### config.mk
export PLATFORM = sky130hd
export DESIGN_NAME = lsu_top
export DESIGN_NICKNAME = d
export VERILOG_FILES = /design/src/lsu_pkg.sv /design/src/load_align.sv /design/src/lsu_request_decode.sv /design/src/lsu_top.sv /design/src/wb_data_master.sv
export SDC_FILE = /design/constraint.sdc
export NUM_CORES = 1
export LEC_CHECK = 0
export BUFFER_PORTS_ARGS = -buffer_cell sky130_fd_sc_hd__buf_2
export CORE_MARGIN = 2
export CORE_UTILIZATION = 29
export CTS_CLUSTER_DIAMETER = 40
export DETAILED_ROUTE_END_ITERATION = 16
export GPL_TIMING_DRIVEN = 0
export SLEW_MARGIN = 10
export SYNTH_ARGS = -nofsm -noshare
export SYNTH_HDL_FRONTEND = slang
export SYNTH_SLANG_ARGS = --single-unit
export TNS_END_PERCENT = 1
### constraint.sdc
create_clock -name clk_i -period 3.4 [get_ports clk_i]
set_clock_uncertainty 0.2 [all_clocks]
set_input_delay 0.34 -clock clk_i [delete_from_list [all_inputs] [get_ports clk_i]]
set_output_delay 0.34 -clock clk_i [all_outputs]
set_load 0.03 [all_outputs]
### src/lsu_pkg.sv
package lsu_pkg;

  // Data path and address width
  localparam int XLEN  = 32;
  localparam int BE_W  = XLEN / 8;       // Byte lanes per word
  localparam int ADR_W = XLEN - 2;       // Word address on the bus
  localparam int OFF_W = 2;              // Byte offset inside a word

  // RV32 funct3 coding, bit 3 set for stores
  typedef enum logic [3:0] {
    LB  = 4'b0000,
    LH  = 4'b0001,
    LW  = 4'b0010,
    LBU = 4'b0100,
    LHU = 4'b0101,
    SB  = 4'b1000,
    SH  = 4'b1001,
    SW  = 4'b1010
  } mem_op_e;

  // Decoded request for the bus master
  typedef struct packed {
    logic [ADR_W-1:0] adr;
    logic [BE_W-1:0]  sel;
    logic [XLEN-1:0]  dat;         // Store data already replicated into lanes
    logic             we;
    logic             misaligned;
    mem_op_e          op;
    logic [OFF_W-1:0] offset;
  } wb_req_t;

  // Raw read word plus what the align stage needs
  typedef struct packed {
    logic [XLEN-1:0]  dat;
    mem_op_e          op;
    logic [OFF_W-1:0] offset;
  } wb_rsp_t;

endpackage

### src/load_align.sv
module load_align
  import lsu_pkg::*;
(
  input  logic            clk_i,
  input  logic            rst_n_i,
  input  logic            clear_i,
  input  wb_rsp_t         rsp_i,
  input  logic            rsp_valid_i,
  output logic [XLEN-1:0] rdata_o,
  output logic            done_o,
  output logic            pending_o
);

  logic [XLEN-1:0] shifted;
  logic [XLEN-1:0] ext;
  logic            is_load;

  // Addressed byte moved down to lane 0
  assign shifted = rsp_i.dat >> {rsp_i.offset, 3'b000};
  assign is_load = !rsp_i.op[3];

  always_comb begin
    case (rsp_i.op)
      LB:      ext = {{(XLEN-8){shifted[7]}}, shifted[7:0]};
      LBU:     ext = {{(XLEN-8){1'b0}}, shifted[7:0]};
      LH:      ext = {{(XLEN-16){shifted[15]}}, shifted[15:0]};
      LHU:     ext = {{(XLEN-16){1'b0}}, shifted[15:0]};
      default: ext = rsp_i.dat;  // LW, stores never reach rdata_o
    endcase
  end

  always_ff @(posedge clk_i or negedge rst_n_i) begin
    if (!rst_n_i) begin
      done_o <= 1'b0;
    end else if (clear_i) begin
      done_o <= 1'b0;
    end else begin
      done_o <= rsp_valid_i;
    end
  end

  // Result held until the next load completes
  always_ff @(posedge clk_i) begin
    if (rsp_valid_i && is_load) begin
      rdata_o <= ext;
    end
  end

  // Covers the response cycle and the done cycle
  assign pending_o = rsp_valid_i || done_o;

endmodule

### src/lsu_request_decode.sv
module lsu_request_decode
  import lsu_pkg::*;
(
  input  mem_op_e         op_i,
  input  logic [XLEN-1:0] addr_i,
  input  logic [XLEN-1:0] wdata_i,
  output wb_req_t         req_o
);

  logic [OFF_W-1:0] offset;
  logic [1:0]       size;      // 0 byte, 1 half, 2 word
  logic [BE_W-1:0]  sel;
  logic [XLEN-1:0]  lane_dat;
  logic             misaligned;

  assign offset = addr_i[OFF_W-1:0];
  assign size   = op_i[1:0];

  // Byte selects from access size and low address bits
  always_comb begin
    case (size)
      2'b00: sel = BE_W'(1) << offset;
      2'b01: sel = {{2{offset[1]}}, {2{~offset[1]}}};  // Upper or lower pair
      default: sel = '1;
    endcase
  end

  // Store data copied into every lane it could land in
  always_comb begin
    case (size)
      2'b00: lane_dat = {BE_W{wdata_i[7:0]}};
      2'b01: lane_dat = {(BE_W/2){wdata_i[15:0]}};
      default: lane_dat = wdata_i;
    endcase
  end

  // Half-word on odd byte, word off a 4-byte boundary
  always_comb begin
    case (size)
      2'b00: misaligned = 1'b0;
      2'b01: misaligned = offset[0];
      default: misaligned = |offset;
    endcase
  end

  always_comb begin
    req_o.adr        = addr_i[XLEN-1:OFF_W];
    req_o.sel        = sel;
    req_o.dat        = lane_dat;
    req_o.we         = op_i[3];  // Store opcodes have the top bit set
    req_o.misaligned = misaligned;
    req_o.op         = op_i;
    req_o.offset     = offset;
  end

endmodule

### src/lsu_top.sv
module lsu_top
  import lsu_pkg::*;
(
  input  logic             clk_i,
  input  logic             rst_n_i,

  // Core side
  input  logic             start_i,
  input  mem_op_e          op_i,
  input  logic [XLEN-1:0]  addr_i,
  input  logic [XLEN-1:0]  wdata_i,
  input  logic             clear_i,
  output logic             busy_o,
  output logic             done_o,
  output logic [XLEN-1:0]  rdata_o,
  output logic             err_o,

  // Wishbone side
  output logic [ADR_W-1:0] wb_adr_o,
  output logic [XLEN-1:0]  wb_dat_o,
  output logic [BE_W-1:0]  wb_sel_o,
  output logic             wb_we_o,
  output logic             wb_stb_o,
  output logic             wb_cyc_o,
  input  logic [XLEN-1:0]  wb_dat_i,
  input  logic             wb_ack_i,
  input  logic             wb_err_i
);

  wb_req_t req;
  wb_rsp_t rsp;
  logic    rsp_valid;
  logic    master_busy;
  logic    align_pending;

  // Refuse a start while either stage still owns a request
  assign busy_o = master_busy || align_pending;

  lsu_request_decode u_decode (
    .op_i    (op_i),
    .addr_i  (addr_i),
    .wdata_i (wdata_i),
    .req_o   (req)
  );

  wb_data_master u_master (
    .clk_i       (clk_i),
    .rst_n_i     (rst_n_i),
    .clear_i     (clear_i),
    .start_i     (start_i && !busy_o),
    .req_i       (req),
    .busy_o      (master_busy),
    .err_o       (err_o),
    .rsp_o       (rsp),
    .rsp_valid_o (rsp_valid),
    .wb_adr_o    (wb_adr_o),
    .wb_dat_o    (wb_dat_o),
    .wb_sel_o    (wb_sel_o),
    .wb_we_o     (wb_we_o),
    .wb_stb_o    (wb_stb_o),
    .wb_cyc_o    (wb_cyc_o),
    .wb_dat_i    (wb_dat_i),
    .wb_ack_i    (wb_ack_i),
    .wb_err_i    (wb_err_i)
  );

  load_align u_align (
    .clk_i       (clk_i),
    .rst_n_i     (rst_n_i),
    .clear_i     (clear_i),
    .rsp_i       (rsp),
    .rsp_valid_i (rsp_valid),
    .rdata_o     (rdata_o),
    .done_o      (done_o),
    .pending_o   (align_pending)
  );

endmodule

### src/wb_data_master.sv
module wb_data_master
  import lsu_pkg::*;
(
  input  logic             clk_i,
  input  logic             rst_n_i,
  input  logic             clear_i,
  input  logic             start_i,
  input  wb_req_t          req_i,
  output logic             busy_o,
  output logic             err_o,
  output wb_rsp_t          rsp_o,
  output logic             rsp_valid_o,

  // Wishbone classic master
  output logic [ADR_W-1:0] wb_adr_o,
  output logic [XLEN-1:0]  wb_dat_o,
  output logic [BE_W-1:0]  wb_sel_o,
  output logic             wb_we_o,
  output logic             wb_stb_o,
  output logic             wb_cyc_o,
  input  logic [XLEN-1:0]  wb_dat_i,
  input  logic             wb_ack_i,
  input  logic             wb_err_i
);

  typedef enum logic {
    ST_IDLE,
    ST_ACTIVE
  } state_e;

  state_e           state;
  logic             accept;
  logic             launch;
  logic             ack_seen;
  logic [XLEN-1:0]  rdat_q;
  mem_op_e          op_q;
  logic [OFF_W-1:0] off_q;

  // A sticky error holds off new requests until cleared
  assign accept   = start_i && (state == ST_IDLE) && !err_o;
  assign launch   = accept && !req_i.misaligned;
  assign ack_seen = (state == ST_ACTIVE) && wb_ack_i;

  assign busy_o   = (state == ST_ACTIVE);
  assign wb_stb_o = (state == ST_ACTIVE);
  assign wb_cyc_o = wb_stb_o;              // Single master, cyc follows stb

  always_ff @(posedge clk_i or negedge rst_n_i) begin
    if (!rst_n_i) begin
      state       <= ST_IDLE;
      wb_sel_o    <= '0;
      wb_we_o     <= 1'b0;
      err_o       <= 1'b0;
      rsp_valid_o <= 1'b0;
    end else if (clear_i) begin
      state       <= ST_IDLE;
      wb_sel_o    <= '0;
      wb_we_o     <= 1'b0;
      err_o       <= 1'b0;
      rsp_valid_o <= 1'b0;
    end else begin
      rsp_valid_o <= 1'b0;
      case (state)
        ST_IDLE: begin
          if (accept && req_i.misaligned) begin
            err_o <= 1'b1;               // No bus cycle for this one
          end else if (launch) begin
            state    <= ST_ACTIVE;
            wb_sel_o <= req_i.sel;
            wb_we_o  <= req_i.we;
          end
        end
        ST_ACTIVE: begin
          if (wb_ack_i) begin
            state       <= ST_IDLE;
            wb_we_o     <= 1'b0;
            rsp_valid_o <= 1'b1;
          end else if (wb_err_i) begin
            state    <= ST_IDLE;
            wb_sel_o <= '0;
            wb_we_o  <= 1'b0;
            err_o    <= 1'b1;
          end
        end
        default: state <= ST_IDLE;
      endcase
    end
  end

  // Address, data and tag registers
  always_ff @(posedge clk_i) begin
    if (launch) begin
      wb_adr_o <= req_i.adr;
      wb_dat_o <= req_i.dat;
      op_q     <= req_i.op;
      off_q    <= req_i.offset;
    end
    if (ack_seen) begin
      rdat_q <= wb_dat_i;
    end
  end

  assign rsp_o = '{dat: rdat_q, op: op_q, offset: off_q};

endmodule

# After elaboration in Yosys (flattened, before gate mapping)
# Index checks and enable logic that the tools add are counted.
# word_totals
out_inout_bits,104
regBits,141
word_cells,76
input_bits,106
# op_classes
n_eq_ne,10
reduce_logical,19
bitwise,2
shifts,2
muxes,31
# ops
op,count
32-bit one-hot mux with 4 select lines,1
32-bit one-hot mux with 2 select lines,1
32-bit by 5-bit right shift with 16-bit output,1
4-bit 2-to-1 mux,5
1-bit 2-to-1 mux,18
4-bit one-hot mux with 2 select lines,2
"3-bit inequality test, second input constant",4
"4-bit by 3-bit == test with 1-bit output, second input constant",2
1-bit one-hot mux with 2 select lines,4
1-bit logical AND,7
3-bit AND reduction,2
"4-bit by 1-bit == test with 1-bit output, second input constant",1
1-bit logical NOT,4
4-bit logical NOT,1
"4-bit inequality test, second input constant",1
4-bit AND reduction,1
"1-bit by 2-bit left shift with 4-bit output, first input constant",1
"3-bit by 2-bit inequality test with 1-bit output, second input constant",1
"2-bit by 1-bit == test with 1-bit output, second input constant",1
2-bit logical NOT,1
1-bit logical OR,2
1-bit inverter,2
2-bit OR reduction,1

# Depth between registers and ports, before layout
# Gate-level depths: netlist of run 1.
# depth
word_depth,11
ltp_mapped,6
depth_no_buf,4

# Modules after synthesis
# Synthesis of run 1 repeated with hierarchy kept, for this count alone.
# unflattened
hier_cells,406
area_unflattened_um2,6077.1
# by_module_without_submodules
mod,n_inst,seq_area_each_um2,cells_each,area_per_inst_um2
wb_data_master,1,3203.1,136,3413.3
load_align,1,985.9,167,1843.0
lsu_request_decode,1,0.0,101,807.0
lsu_top,1,0.0,2,13.8

# Worst setup path after synthesis of run 1
# Ideal clock, no wire load.
# synth_path
path_kind,reg-to-reg
from,register u_master.state (netlist: u_master.busy_o)
to,"register u_master.off_q[0], enable pin"
t_arrival_ps,2595
setup_ps,422
path_stages_with_launch,5
path_slack_ps,183
required_time_ps,2778
period_less_slack_ps,3217
n_path_buf,1
cell_sequence,dfrtp_1 -> nor3_1 -> o2111ai_1 -> clkbuf_1 -> inv_1
# synth_via
elab_chain_cells,6
elab_cells_between_ends,7
classes_between,bitwise: 1; reduce/logical: 6
# synth_lines
item,line,text
from (decl),wb_data_master.sv:31,state_e state;
from (signal assigned),wb_data_master.sv:50,state <= ST_IDLE;
from (signal assigned),wb_data_master.sv:56,state <= ST_IDLE;
from (signal assigned),wb_data_master.sv:68,state <= ST_ACTIVE;
1-bit logical OR,lsu_top.sv:37,assign busy_o = master_busy || align_pending;
1-bit logical NOT,lsu_top.sv:50,".start_i (start_i && !busy_o),"
1-bit logical AND,lsu_top.sv:50,
1-bit logical AND (*) (2 in a row),wb_data_master.sv:40,assign accept = start_i && (state == ST_IDLE) && !err_o;
1-bit logical AND (*),wb_data_master.sv:41,assign launch = accept && !req_i.misaligned;
net u_master.launch,wb_data_master.sv:33,logic launch;
to (signal assigned),wb_data_master.sv:96,off_q <= req_i.offset;
to (decl),wb_data_master.sv:37,logic [OFF_W-1:0] off_q;
# Mark *: on every way through the listed nets, which the timed path passes. The rest lies on a longest branch.
# A chain may end at the register's enable or synchronous reset.

# Worst setup path after layout of run 1
# layout_path
from,register u_master.state (netlist: u_master.busy_o)
to,"register u_master.wb_adr_o[0], enable pin"
# layout_via
elab_chain_cells,6
elab_cells_between_ends,7
classes_between,bitwise: 1; reduce/logical: 6
# layout_lines
item,line,text
1-bit logical OR,lsu_top.sv:37,
1-bit logical NOT,lsu_top.sv:50,
1-bit logical AND,lsu_top.sv:50,
1-bit logical AND (*) (2 in a row),wb_data_master.sv:40,
1-bit logical AND (*),wb_data_master.sv:41,
net u_master.launch,wb_data_master.sv:33,
to (signal assigned),wb_data_master.sv:93,wb_adr_o <= req_i.adr;
to (decl),wb_data_master.sv:15,"output logic [ADR_W-1:0] wb_adr_o,"
# Marks and branches as above.

==> Implementation_results.wiki, run 1 <==
{| class="wikitable"
! Metric !! Value
|-
| H-Tree Level Count || 4
|-
| 1st-iter DRT viols || 257
|-
| Actual slew at the worst max-slew pin || 869.8 ps
|-
| Net switching fraction of the power || 0.2544
|-
| Number of slew-limit violations in the final report || 0
|-
| Data required time of the critical path || 3240 ps
|-
| Worst slack, placed || 816.7 ps
|-
| Reported max-cap violation count || 0
|-
| Clock network fraction of total power || 0.418
|-
| Final cycle utilization of the critical path || 0.7689
|-
| Post-CTS clock slew at the launch and capture registers of the worst setup and hold paths || 60 ps
|-
| HP Class || in2reg
|-
| Clock Path Buffers || 2
|-
| Synth Net Count || 442
|-
| GP Congestion || 0.8489
|-
| Sink Count || 141
|-
| Final Instance Area || 0.008333 sq mm
|-
| Highest ir drop seen on vdd || 0.3156 mV
|-
| Synth async-reset ratio || 0.06383
|-
| End point of the critical path || u_master.wb_adr_o[0]$_DFFE_PP_
|-
| Setup crit start kind || flop
|-
| Area contributors post-synth || edfxtp_1, dfrtp_1, mux2_2
|-
| Number of core rows || 50
|-
| Root cell of the clock tree || clkbuf_16
|-
| Detail Route Antenna Nets || 0
|-
| Proportion of power drawn by flip-flops and latches || 0.465
|-
| Unrepaired setup endpoints after global routing || false
|-
| Number of cell instances on the worst register-to-register path || 4
|-
| Number of global-route vias before repair || 4466
|-
| Drt wl/cell || 16.94 microns
|-
| Total global routing overflow || 0
|-
| Least setup slack across all paths after layout || 785.9 ps
|-
| Worst R2R End || u_master.wb_adr_o[0]$_DFFE_PP_
|-
| Period minus WS final || 2614 ps
|-
| Die Span X || 141.5 microns
|-
| Main flop type after synthesis || edfxtp_1
|-
| Number of top-level pins || 210
|-
| Number of post-CTS setup repair buffers || 0
|-
| Setup slack on the worst flop-to-flop path || 790 ps
|-
| Fraction of final layout cells sized beyond drive strength 1 || 0.4162
|-
| First-pass GRT wire length || 23370 microns
|-
| Total DRC errors in the routed layout || 0
|-
| Largest net degree at the start of global routing || 69
|-
| Worst reg2reg startpoint || u_master.busy_o$_DFF_PN0_
|-
| Status || complete, no violations
|-
| Highest clock frequency the design can meet || 382.5 MHz
|-
| Max_slew headroom || 0.4201
|-
| Total routing usage reported by global routing || 0.1545
|-
| Estimated wirelength of the detail-placed design || 10170 microns
|-
| Critical path capture point type || flop
|-
| Data arrival time of the critical path || 2460 ps
|-
| Number of antenna violations at the first check in global routing || 1
|-
| Die Outline Area || 0.02002 sq mm
|-
| Mean number of vias per cell || 4.611
|-
| Leading cell types in the layout, fill and taps excluded || buf_2, edfxtp_1, dlygate4sd3_1, nor2_1, nand2_1
|-
| Launch point of the worst path || u_master.busy_o$_DFF_PN0_
|-
| Internal power component || 3.232 mW
|-
| Cell accounting for the most synthesized area || edfxtp_1
|-
| Combinational cell fraction of total power || 0.117
|-
| Post-synthesis instance area || 0.005483 sq mm
|-
| Net count reported at finish || 761
|-
| Height of the chip || 141.5 microns
|-
| CTS tree || built
|-
| Endpoints failing setup || 0
|-
| Most frequent standard cell in the layout excluding fill and tap cells || buf_2
|-
| Average instance area after synthesis || 16.32 sq um
|-
| Total of warnings raised by yosys || 0
|-
| Post-synthesis sequential area ratio || 0.7640
|-
| Cell Area, Placed || 0.006853 sq mm
|-
| Pleak || 3.435 nW
|-
| Post-CTS sizing || 0
|-
| Unique masters post-synth || 38
|-
| Pre-antenna DRT Iters || 5
|-
| Floorplan core area || 0.01864 sq mm
|-
| Final wirelength || 15300 microns
|-
| Total count of hold-check failures in the final report || 0
|-
| Gate count of the mapped netlist || 336
|-
| Setup TNS || 0 ps
|-
| Synthesis-to-finish area growth || 51.99%
|-
| Count of cells along the worst hold path || 2
|-
| Effective utilization at floorplan || 0.2941
|-
| Category of the most critical setup path || reg2reg
|-
| TritonCTS buffer count || 17
|-
| IO buf count || 209
|-
| Vias after detailed routing || 4164
|-
| Power density cells || 520.3 mW/mm^2
|-
| Overall Power || 4.335 mW
|-
| Sw Pwr || 1.103 mW
|-
| Number of synthesized register bits || 141
|-
| Number of synthesized flops with an enable pin || 132
|-
| Clock latency of the later-clocked register in the worst-skew pair || 420 ps
|-
| Largest fanout of any net on the critical path || 68
|-
| Share of the synthesized area in the top cell type || 0.7230
|}
-- cells by family (layout without fill, tap and decap cells) --
kind of cell	count (synthesis)	in the layout	share of synthesized area
flip-flops	141	141	0.7640
buffers and inverters	21	353	0.01826
AND/OR/NAND/NOR	70	70	0.05865
multiplexers	34	34	0.06869
AO/OA/AOI/OAI	70	70	0.09037
other	0	1	0
-- cells in the mapped netlist (2+ instances only) --
cell type    n
nor2b_1      6
buf_2        2
buf_6        2
nand3_1      5
a22oi_1      6
a31oi_1      3
o211ai_1     7
nand2_1     24
or2_2        2
o21ai_1      4
mux2i_1     14
a21oi_1     11
inv_1        5
dfrtp_1      9
o221a_2      4
a21o_1      16
mux2_2      19
o31ai_1      2
edfxtp_1   132
clkbuf_1    10
nor2_1      25
o21ai_0     12
-- per-stage QoR --
step / util / std cells / hold slack (ps)
final: 0.4470 / 903 / 33.95
after global routing: 0.4470 / 903 / 11.70
after CTS: 0.4468 / 902 / 4.968
after detailed placement: 0.3676 / 780 / 5.840
after floorplan: - / 336 / -155.6
after global placement: 0.3659 / 779 / -7.157
-- sequential cells by signal (all words and copies together), names as in the netlist, 2 cells and up --
signal and count:
u_master.wb_dat_o 32, u_align.rdata_o 32, u_master.off_q 2, u_master.op_q 4, u_master.wb_adr_o 30, u_master.wb_sel_o 4, u_master.rdat_q 32
-- repair_timing --
action / 4_1_cts / 5_1_grt
setup endpoints to repair: 0 / 0
endpoints found under the hold margin: 99 / 0
hold buffers: 90 / 0
-- power by group through the flow --
stage	combinational [mW]	clock, mW	sequential, mW
finish	0.506	1.81	2.02
global route	0.542	1.94	2.02
CTS	0.504	1.87	2.02
detailed placement	0.422	0	2.05
global placement	0.412	0	2.06
floorplan	0.142	0	2.16
-- final cells by class --
class | instances | area, sq um
Multi-Input combinational cell | 174 | 1202
Sequential cell | 141 | 4189
Clock inverter | 15 | 151.4
Timing Repair Buffer | 300 | 1967
Tap cell | 234 | 292.8
Buffer | 16 | 81.33
Inverter | 5 | 21.27
Clock buffer | 17 | 425.4
Antenna cell | 1 | 2.502
Fill cell | 1690 | 10310
-- worst min-delay path by stage --
stage           startpoint                                to  slack (ps)
5_1_grt        wdata_i[17]   u_master.wb_dat_o[17]$_DFFE_PP_          10
2_1_floorplan      rst_n_i          u_align.done_o$_DFF_PN0_        -160
3_3_place_gp       rst_n_i  u_master.wb_sel_o[2]$_DFFE_PN0P_          -7
6_report       wdata_i[23]   u_master.wb_dat_o[23]$_DFFE_PP_          30
4_1_cts        wdata_i[14]   u_master.wb_dat_o[14]$_DFFE_PP_           5
3_5_place_dp       rst_n_i  u_master.wb_sel_o[2]$_DFFE_PN0P_           6
-- layer usage --
metal | GRT usage | up-vias | share of wire
li1 | - | 1938 | -
met1 | 0.1736 | 1967 | 0.39
met2 | 0.2552 | 231 | 0.48
met3 | 0.07222 | 28 | 0.11
met4 | 0.06211 | 0 | 0.022
met5 | 0 | - | 0
-- worst max-delay path, cell delays in order, from the launching register on --
cell	delay, ps
dfrtp_1	450
nor3_1	340
o2111ai_1	220
clkbuf_1	290
inv_4	680
(Power assumes the default switching activity.)
==> run 2: changes to the inputs <==
ABC_AREA = 1   (was unset)
clock period = 2.16 ns   (was 3.4 ns; I/O delays follow)
==> run 2 against run 1 <==
Sequential share of layout area shrank 3.7 points. Routed wire length up 8.1%. Non-clock buffer count up 24. Worst hold slack worse by 1.3 ps. Largest cell class unchanged. Via count increased by 12%. Setup slack worse by 660 ps. Total power up 61%. Register-to-register slack got worse by 650 ps. Highest routed layer unchanged. Largest power group unchanged. Critical path depth up 4.
==> Implementation_results.wiki, run 2 <==
{| class="wikitable"
! Metric !! Value
|-
| Height of the chip || 145.8 microns (was 141.5 microns)
|-
| Data arrival time of the critical path || 1990 ps (was 2460 ps)
|-
| Pre-antenna DRT Iters || 5 (unchanged)
|-
| Max_slew headroom || 0.5074 (was 0.4201)
|-
| Net count reported at finish || 911 (was 761)
|-
| Worst reg2reg startpoint || u_master.busy_o$_DFF_PN0_ (unchanged)
|-
| Unique masters post-synth || 24 (was 38)
|-
| Largest net degree at the start of global routing || 39 (was 69)
|-
| IO buf count || 209 (unchanged)
|-
| Post-CTS clock slew at the launch and capture registers of the worst setup and hold paths || 60 ps (about the same)
|-
| Leading cell types in the layout, fill and taps excluded || buf_2, edfxtp_1, nand2_1, dlygate4sd3_1, inv_1 (was buf_2, edfxtp_1, dlygate4sd3_1, nor2_1, nand2_1)
|-
| Final wirelength || 16530 microns (was 15300 microns)
|-
| Non-filler instance count after layout || 1084 (was 903)
|-
| Setup slack on the worst flop-to-flop path || 140 ps (was 790 ps)
|-
| Highest ir drop seen on vdd || 0.5313 mV (was 0.3156 mV)
|-
| Synthesis-to-finish area growth || 54.26% (was 51.99%)
|-
| Pleak || 3.983 nW (was 3.435 nW)
|-
| CTS tree || built (unchanged)
|-
| 1st-iter DRT viols || 226 (was 257)
|-
| H-Tree Level Count || 4 (unchanged)
|-
| Mean number of vias per cell || 4.300 (was 4.611)
|-
| Most frequent standard cell in the layout excluding fill and tap cells || buf_2 (unchanged)
|-
| Number of synthesized register bits || 141 (unchanged)
|-
| Vias after detailed routing || 4661 (was 4164)
|-
| Main flop type after synthesis || edfxtp_1 (unchanged)
|-
| Commonest cells in the netlist || edfxtp_1, nand2_1, inv_1 (was edfxtp_1, nor2_1, nand2_1)
|-
| Setup crit start kind || input port (was flop)
|-
| Number of core rows || 51 (was 50)
|-
| Largest fanout of any net on the critical path || 38 (was 68)
|-
| First-pass GRT wire length || 25880 microns (was 23370 microns)
|-
| Category of the most critical setup path || in2reg (was reg2reg)
|-
| Share of the synthesized area in the top cell type || 0.6794 (was 0.7230)
|-
| Estimated wirelength of the detail-placed design || 11590 microns (was 10170 microns)
|-
| Floorplan core area || 0.01959 sq mm (was 0.01864 sq mm)
|-
| Gate count of the mapped netlist || 464 (was 336)
|-
| Average instance area after synthesis || 12.57 sq um (was 16.32 sq um)
|-
| Launch point of the worst path || addr_i[0] (was u_master.busy_o$_DFF_PN0_)
|-
| Actual slew at the worst max-slew pin || 737.8 ps (was 869.8 ps)
|-
| Synth async-reset ratio || 0.06383 (unchanged)
|-
| Combined area of the multi-input logic cells || 0.001346 sq mm (was 0.001202 sq mm)
|-
| Critical path capture point type || flop (unchanged)
|-
| Die Outline Area || 0.02127 sq mm (was 0.02002 sq mm)
|-
| End point of the critical path || u_master.wb_dat_o[24]$_DFFE_PP_ (was u_master.wb_adr_o[0]$_DFFE_PP_)
|-
| Sink Count || 141 (unchanged)
|-
| Power density cells || 776.0 mW/mm^2 (was 520.3 mW/mm^2)
|-
| Clock Path Buffers || 2 (unchanged)
|-
| Number of synthesized flops with an enable pin || 132 (unchanged)
|-
| Cell Area, Placed || 0.007293 sq mm (was 0.006853 sq mm)
|-
| Biggest registers after layout || u_align.rdata_o x32, u_master.rdat_q x32, u_master.wb_dat_o x32 (unchanged)
|-
| TritonCTS buffer count || 17 (unchanged)
|-
| Sequential Area || 0.004192 sq mm (was 0.004189 sq mm)
|-
| Effective utilization at floorplan || 0.2978 (was 0.2941)
|-
| Period minus WS final || 2033 ps
|-
| Number of slew-limit violations in the final report || 0 (unchanged)
|-
| Endpoints failing setup || 0 (unchanged)
|-
| Drt wl/cell || 15.25 microns (was 16.94 microns)
|-
| Root cell of the clock tree || clkbuf_16 (unchanged)
|-
| Number of global-route vias before repair || 4829 (was 4466)
|-
| Highest clock frequency the design can meet || 492.0 MHz
|-
| Number of top-level pins || 210 (unchanged)
|-
| Unrepaired setup endpoints after global routing || true (was false)
|-
| Number of cell instances on the worst register-to-register path || 6 (was 4)
|-
| Fraction of final layout cells sized beyond drive strength 1 || 0.3680 (was 0.4162)
|-
| Area contributors post-synth || edfxtp_1, nand2_1, dfrtp_1 (was edfxtp_1, dfrtp_1, mux2_2)
|-
| Number of placed instances, taps included || 940 (was 780)
|-
| Data required time of the critical path || 2120 ps (was 3240 ps)
|-
| Post-synthesis instance area || 0.005834 sq mm (was 0.005483 sq mm)
|-
| Total DRC errors in the routed layout || 0 (unchanged)
|-
| Detail Route Antenna Nets || 0 (unchanged)
|-
| GP Congestion || 0.8045 (was 0.8489)
|-
| HP Class || in2reg (unchanged)
|-
| Synth Net Count || 570 (was 442)
|-
| Total routing usage reported by global routing || 0.1570 (was 0.1545)
|-
| Cell accounting for the most synthesized area || edfxtp_1 (unchanged)
|-
| Reported max-cap violation count || 0 (unchanged)
|-
| Die Span X || 145.8 microns (was 141.5 microns)
|-
| Total global routing overflow || 0 (unchanged)
|-
| Dominant cell by count in the synthesized netlist || edfxtp_1 (unchanged)
|-
| Status || complete, no violations (unchanged)
|-
| Total of warnings raised by yosys || 0 (unchanged)
|-
| Clock latency of the later-clocked register in the worst-skew pair || 420 ps (about the same)
|-
| Total count of hold-check failures in the final report || 0 (unchanged)
|-
| Final Instance Area || 0.009000 sq mm (was 0.008333 sq mm)
|-
| Fillcell total || 1780 (was 1690)
|-
| Final cycle utilization of the critical path || 0.9410
|-
| Number of antenna violations at the first check in global routing || 1 (unchanged)
|-
| Worst R2R End || u_master.wb_dat_o[24]$_DFFE_PP_ (was u_master.wb_adr_o[0]$_DFFE_PP_)
|-
| Post-synthesis sequential area ratio || 0.7180 (was 0.7640)
|-
| Count of cells along the worst hold path || 3 (was 2)
|}
[run 2: layout make-up]
class,count,area share
timing repair buffer,321,0.2438
clock inverter,15,0.01780
tap,265,0.03684
clock buffer,17,0.04727
timing repair inverter,1,0.0008341
sequential,141,0.4657
buffer,19,0.01738
inverter,48,0.02044
multi-input combinational,256,0.1496
antenna,1,0.0002780
[run 2: critical path, cell delays in order]
cell and delay, ps:
dlygate4sd3_1 520, buf_2 150, inv_1 80, nand2_1 70
nand2_1 80, nand2_4 110, clkinvlp_4 400, buf_12 340
[run 2: how the worst min path moves through the flow]
stage,from,end,slack (ps)
after floorplan,rst_n_i,u_align.done_o$_DFF_PN0_,-280
after global placement,rst_n_i,u_master.err_o$_DFFE_PN0P_,-110
after detailed placement,rst_n_i,u_master.err_o$_DFFE_PN0P_,-100
after CTS,op_i[0],u_master.wb_dat_o[31]$_DFFE_PP_,10
after global routing,wdata_i[13],u_master.wb_dat_o[29]$_DFFE_PP_,30
final,wdata_i[13],u_master.wb_dat_o[29]$_DFFE_PP_,30
[run 2: cell families after synthesis]
family | share of synthesized area
AND/OR/NAND/NOR | 0.1593
AO/OA/AOI/OAI | 0.06498
flip-flops | 0.7180
buffers and inverters | 0.05769
[run 2: power by group]
part	switching, mW	total (mW)	internal (mW)
Sequential	0.0400	3.17	3.13
Combinational	0.536	0.907	0.371
Clock	1.19	2.91	1.72
Total	1.77	6.98	5.22
[run 2: per-layer routing]
layer | GRT usage | up-vias | wire length (microns)
li1 | - | 2302 | -
met1 | 0.1848 | 2142 | 6804
met2 | 0.2637 | 203 | 7968
met3 | 0.06552 | 14 | 1582
met4 | 0.04461 | 0 | 178
met5 | 0 | - | 0
[run 2: repair_timing]
| action | in CTS | in global routing |
|---|---|---|
| endpoints found under the hold margin | 114 | 0 |
| setup endpoints to repair | 38 | 56 |
| cloned | 1 | 0 |
| hold buffers | 110 | 0 |
| gates resized for setup | 0 | 4 |
| setup buffers | 0 | 0 |
| pin swaps | 0 | 0 |
[run 2: stage by stage]
stage	worst slack (ps)	hold slack [ps]	power [mW]	setup TNS [ps]	utilization
finish	127.4	32.70	6.984	0	0.4594
global route	-11.50	31.36	7.242	-12.84	0.4594
CTS	52.03	14.99	7.045	0	0.4586
detailed placement	-197.3	-103.5	3.966	-7446	0.3723
global placement	-713.4	-105.5	3.957	-57300	0.3696
floorplan	-240.7	-279.6	3.669	-16590	-
==> run 3: changes to the inputs <==
ABC_AREA = unset   (was 1)
==> run 3 against run 2 <==
The flow now finishes with violations (negative setup slack). Register-to-register slack worse by 190 ps. Maximum frequency is 7.9% lower. Routed wire length decreased by 3.2%. Critical path depth decreased by 2. Non-clock buffer count up 5. Combinational power decreased by 4.1%. Highest routed layer unchanged.
==> Implementation_results.wiki, run 3 (synthesis results as in run 1) <==
{| class="wikitable"
! Metric !! Value
|-
| Estimated wirelength of the detail-placed design || 10280 microns (was 11590 microns)
|-
| Critical path capture point type || flop (unchanged)
|-
| Number of core rows || 50 (was 51)
|-
| Largest net degree at the start of global routing || 36 (was 39)
|-
| 1st-iter DRT viols || 262 (was 226)
|-
| Total count of hold-check failures in the final report || 0 (unchanged)
|-
| HP Class || in2reg (unchanged)
|-
| Most frequent standard cell in the layout excluding fill and tap cells || buf_2 (unchanged)
|-
| Power density cells || 785.2 mW/mm^2 (was 776.0 mW/mm^2)
|-
| Height of the chip || 141.5 microns (was 145.8 microns)
|-
| Number of top-level pins || 210 (unchanged)
|-
| Final wirelength || 16010 microns (was 16530 microns)
|-
| Period minus WS final || 2206 ps (was 2033 ps)
|-
| Clock Path Buffers || 2 (unchanged)
|-
| Total global routing overflow || 0 (unchanged)
|-
| Total DRC errors in the routed layout || 0 (unchanged)
|-
| Cell mode on critical path || buf_6 (was nand2_1)
|-
| Highest ir drop seen on vdd || 0.4839 mV (was 0.5313 mV)
|-
| First-pass GRT wire length || 24790 microns (was 25880 microns)
|-
| Endpoints failing setup || 10 (was 0)
|-
| IO buf count || 209 (unchanged)
|-
| Total routing usage reported by global routing || 0.1630 (was 0.1570)
|-
| Highest clock frequency the design can meet || 453.3 MHz (was 492.0 MHz)
|-
| Reported max-cap violation count || 0 (unchanged)
|-
| Category of the most critical setup path || reg2reg (was in2reg)
|-
| Unrepaired setup endpoints after global routing || true (unchanged)
|-
| Setup crit start kind || flop (was input port)
|-
| TritonCTS buffer count || 17 (unchanged)
|-
| Die Span X || 141.5 microns (was 145.8 microns)
|-
| Critical Path, Cell by Cell || or3b_1 -> buf_6 -> o32a_4 -> o21ai_4 -> buf_6 -> a21o_1 (was dlygate4sd3_1 -> buf_2 -> inv_1 -> nand2_1 -> nand2_1 -> nand2_4 -> clkinvlp_4 -> buf_12)
|-
| Setup TNS || -366.6 ps (was 0 ps)
|-
| Sink Count || 141 (unchanged)
|-
| Pre-antenna DRT Iters || 4 (was 5)
|-
| Net count reported at finish || 791 (was 911)
|-
| Drt wl/cell || 17.16 microns (was 15.25 microns)
|-
| Die Outline Area || 0.02002 sq mm (was 0.02127 sq mm)
|-
| Detail Route Antenna Nets || 0 (unchanged)
|-
| Fraction of final layout cells sized beyond drive strength 1 || 0.4284 (was 0.3680)
|-
| Violations in the final reports || negative setup slack
|-
| Number of slew-limit violations in the final report || 0 (unchanged)
|-
| CTS tree || built (unchanged)
|-
| Clock latency of the later-clocked register in the worst-skew pair || 420 ps (about the same)
|-
| Max_slew headroom || 0.4404 (was 0.5074)
|-
| Core occupancy in the finished layout || 0.4646 (was 0.4594)
|-
| Number of antenna violations at the first check in global routing || 1 (unchanged)
|-
| Status || finished, violations left (was complete, no violations)
|-
| Floorplan core area || 0.01864 sq mm (was 0.01959 sq mm)
|-
| Actual slew at the worst max-slew pin || 839.4 ps (was 737.8 ps)
|-
| Synthesis-to-finish area growth || 57.99% (was 54.26%)
|-
| Pleak || 3.572 nW (was 3.983 nW)
|-
| Slowest CP cell || edfxtp_1 (was dlygate4sd3_1)
|-
| Slowest cell delay on critical path || 470 ps (was 520 ps)
|-
| Effective utilization at floorplan || 0.2941 (was 0.2978)
|-
| Mean number of vias per cell || 4.615 (was 4.300)
|-
| Data required time of the critical path || 2250 ps (was 2120 ps)
|-
| Min Hold Slack || 68.45 ps (was 32.70 ps)
|-
| Final cycle utilization of the critical path || 1.021 (was 0.9410)
|-
| Post-CTS clock slew at the launch and capture registers of the worst setup and hold paths || 70 ps (was 60 ps)
|-
| Leading cell types in the layout, fill and taps excluded || buf_2, edfxtp_1, dlygate4sd3_1, nand2_1, nor2_1 (was buf_2, edfxtp_1, nand2_1, dlygate4sd3_1, inv_1)
|-
| Number of global-route vias before repair || 4688 (was 4829)
|-
| Least setup slack across all paths after layout || -45.83 ps (was 127.4 ps)
|-
| Data arrival time of the critical path || 2290 ps (was 1990 ps)
|-
| Largest fanout of any net on the critical path || 10 (was 38)
|-
| GP Congestion || 0.8016 (was 0.8045)
|-
| Biggest registers after layout || u_align.rdata_o x32, u_master.rdat_q x32, u_master.wb_dat_o x32 (unchanged)
|-
| Overall Power || 6.802 mW (was 6.984 mW)
|-
| Vias after detailed routing || 4306 (was 4661)
|-
| Root cell of the clock tree || clkbuf_16 (unchanged)
|-
| H-Tree Level Count || 4 (unchanged)
|}
[run 3: cell count changes in the layout (fill, tap and decap cells not counted), moves of 6 or more]
cell	change
nand2_1	-103
o21ai_0	-11
nor2_1	+11
nand3_1	-20
inv_2	-6
nand3_2	-20
a22oi_1	+6
mux2i_1	+14
o211ai_1	-15
inv_1	-37
mux2_2	+19
a21o_1	+16
[run 3: report_power, final]
part	leakage, nW	total (mW)	internal (mW)	switching, mW
logic	1.98	0.870	0.389	0.482
clock network	0.265	2.75	1.51	1.25
registers	1.33	3.18	3.13	0.0462
total	3.57	6.80	5.03	1.78
[run 3: final timing paths]
check	startpoint	end	slack (ps)	depth (start not counted)
min in group asynchronous	rst_n_i	u_master.wb_sel_o[1]$_DFFE_PN0P_	590	3
worst max-delay path	u_master.op_q[3]$_DFFE_PP_	u_align.rdata_o[23]$_DFFE_PP_	-50	6
worst min-delay path	addr_i[1]	u_master.wb_sel_o[0]$_DFFE_PN0P_	70	4
worst min register to register	u_master.wb_sel_o[1]$_DFFE_PN0P_	u_master.wb_sel_o[1]$_DFFE_PN0P_	300	2
max in group asynchronous	rst_n_i	u_master.err_o$_DFFE_PN0P_	850	3
worst max register to register	u_master.op_q[3]$_DFFE_PP_	u_align.rdata_o[23]$_DFFE_PP_	-50	6
[run 3: cell type report]
| cell class | count | area, sq um |
|---|---|---|
| fillers | 1655 | 9981 |
| flip-flops and latches | 141 | 4193 |
| repair buffers | 329 | 2255 |
| multi-input cells | 174 | 1232 |
| clock buffers | 17 | 425.4 |
| well taps | 234 | 292.8 |
| clock inverters | 15 | 128.9 |
| plain buffers | 16 | 102.6 |
| inverters | 5 | 22.52 |
| repair inverters | 1 | 7.507 |
| diodes | 1 | 2.502 |
[run 3: timing repair]
item	4_1_cts	5_1_grt
setup endpoints to repair	93	62
pin swaps	1	0
hold buffers	113	0
resized for setup	8	8
setup buffers	0	5
cloned	1	0
endpoints found under the hold margin	115	0
[run 3: stage by stage]
| step | setup WS [ps] | cell area (sq um) | instances |
|---|---|---|---|
| global route | -137.6 | 8662 | 933 |
| CTS | -74.33 | 8612 | 927 |
| finish | -45.83 | 8662 | 933 |
| global placement | -742.2 | 6847 | 779 |
| detailed placement | -381.4 | 6893 | 781 |
| floorplan | -298.4 | 5508 | 336 |
[run 3: critical path: cells and delay by family, from the launching register on]
kind            cells  cell delay [ps]
flops               1              470
simple gates        1              400
compound gates      3              660
buf+inv             2              340
[run 3: per-layer routing]
layer | wire [microns] | part of all wire | GRT usage | vias up
met5 | 0 | 0 | 0 | -
met4 | 311 | 0.019 | 0.06421 | 0
met3 | 1391 | 0.087 | 0.05872 | 24
met2 | 7875 | 0.49 | 0.2767 | 220
met1 | 6428 | 0.40 | 0.1886 | 2063
li1 | - | - | - | 1999
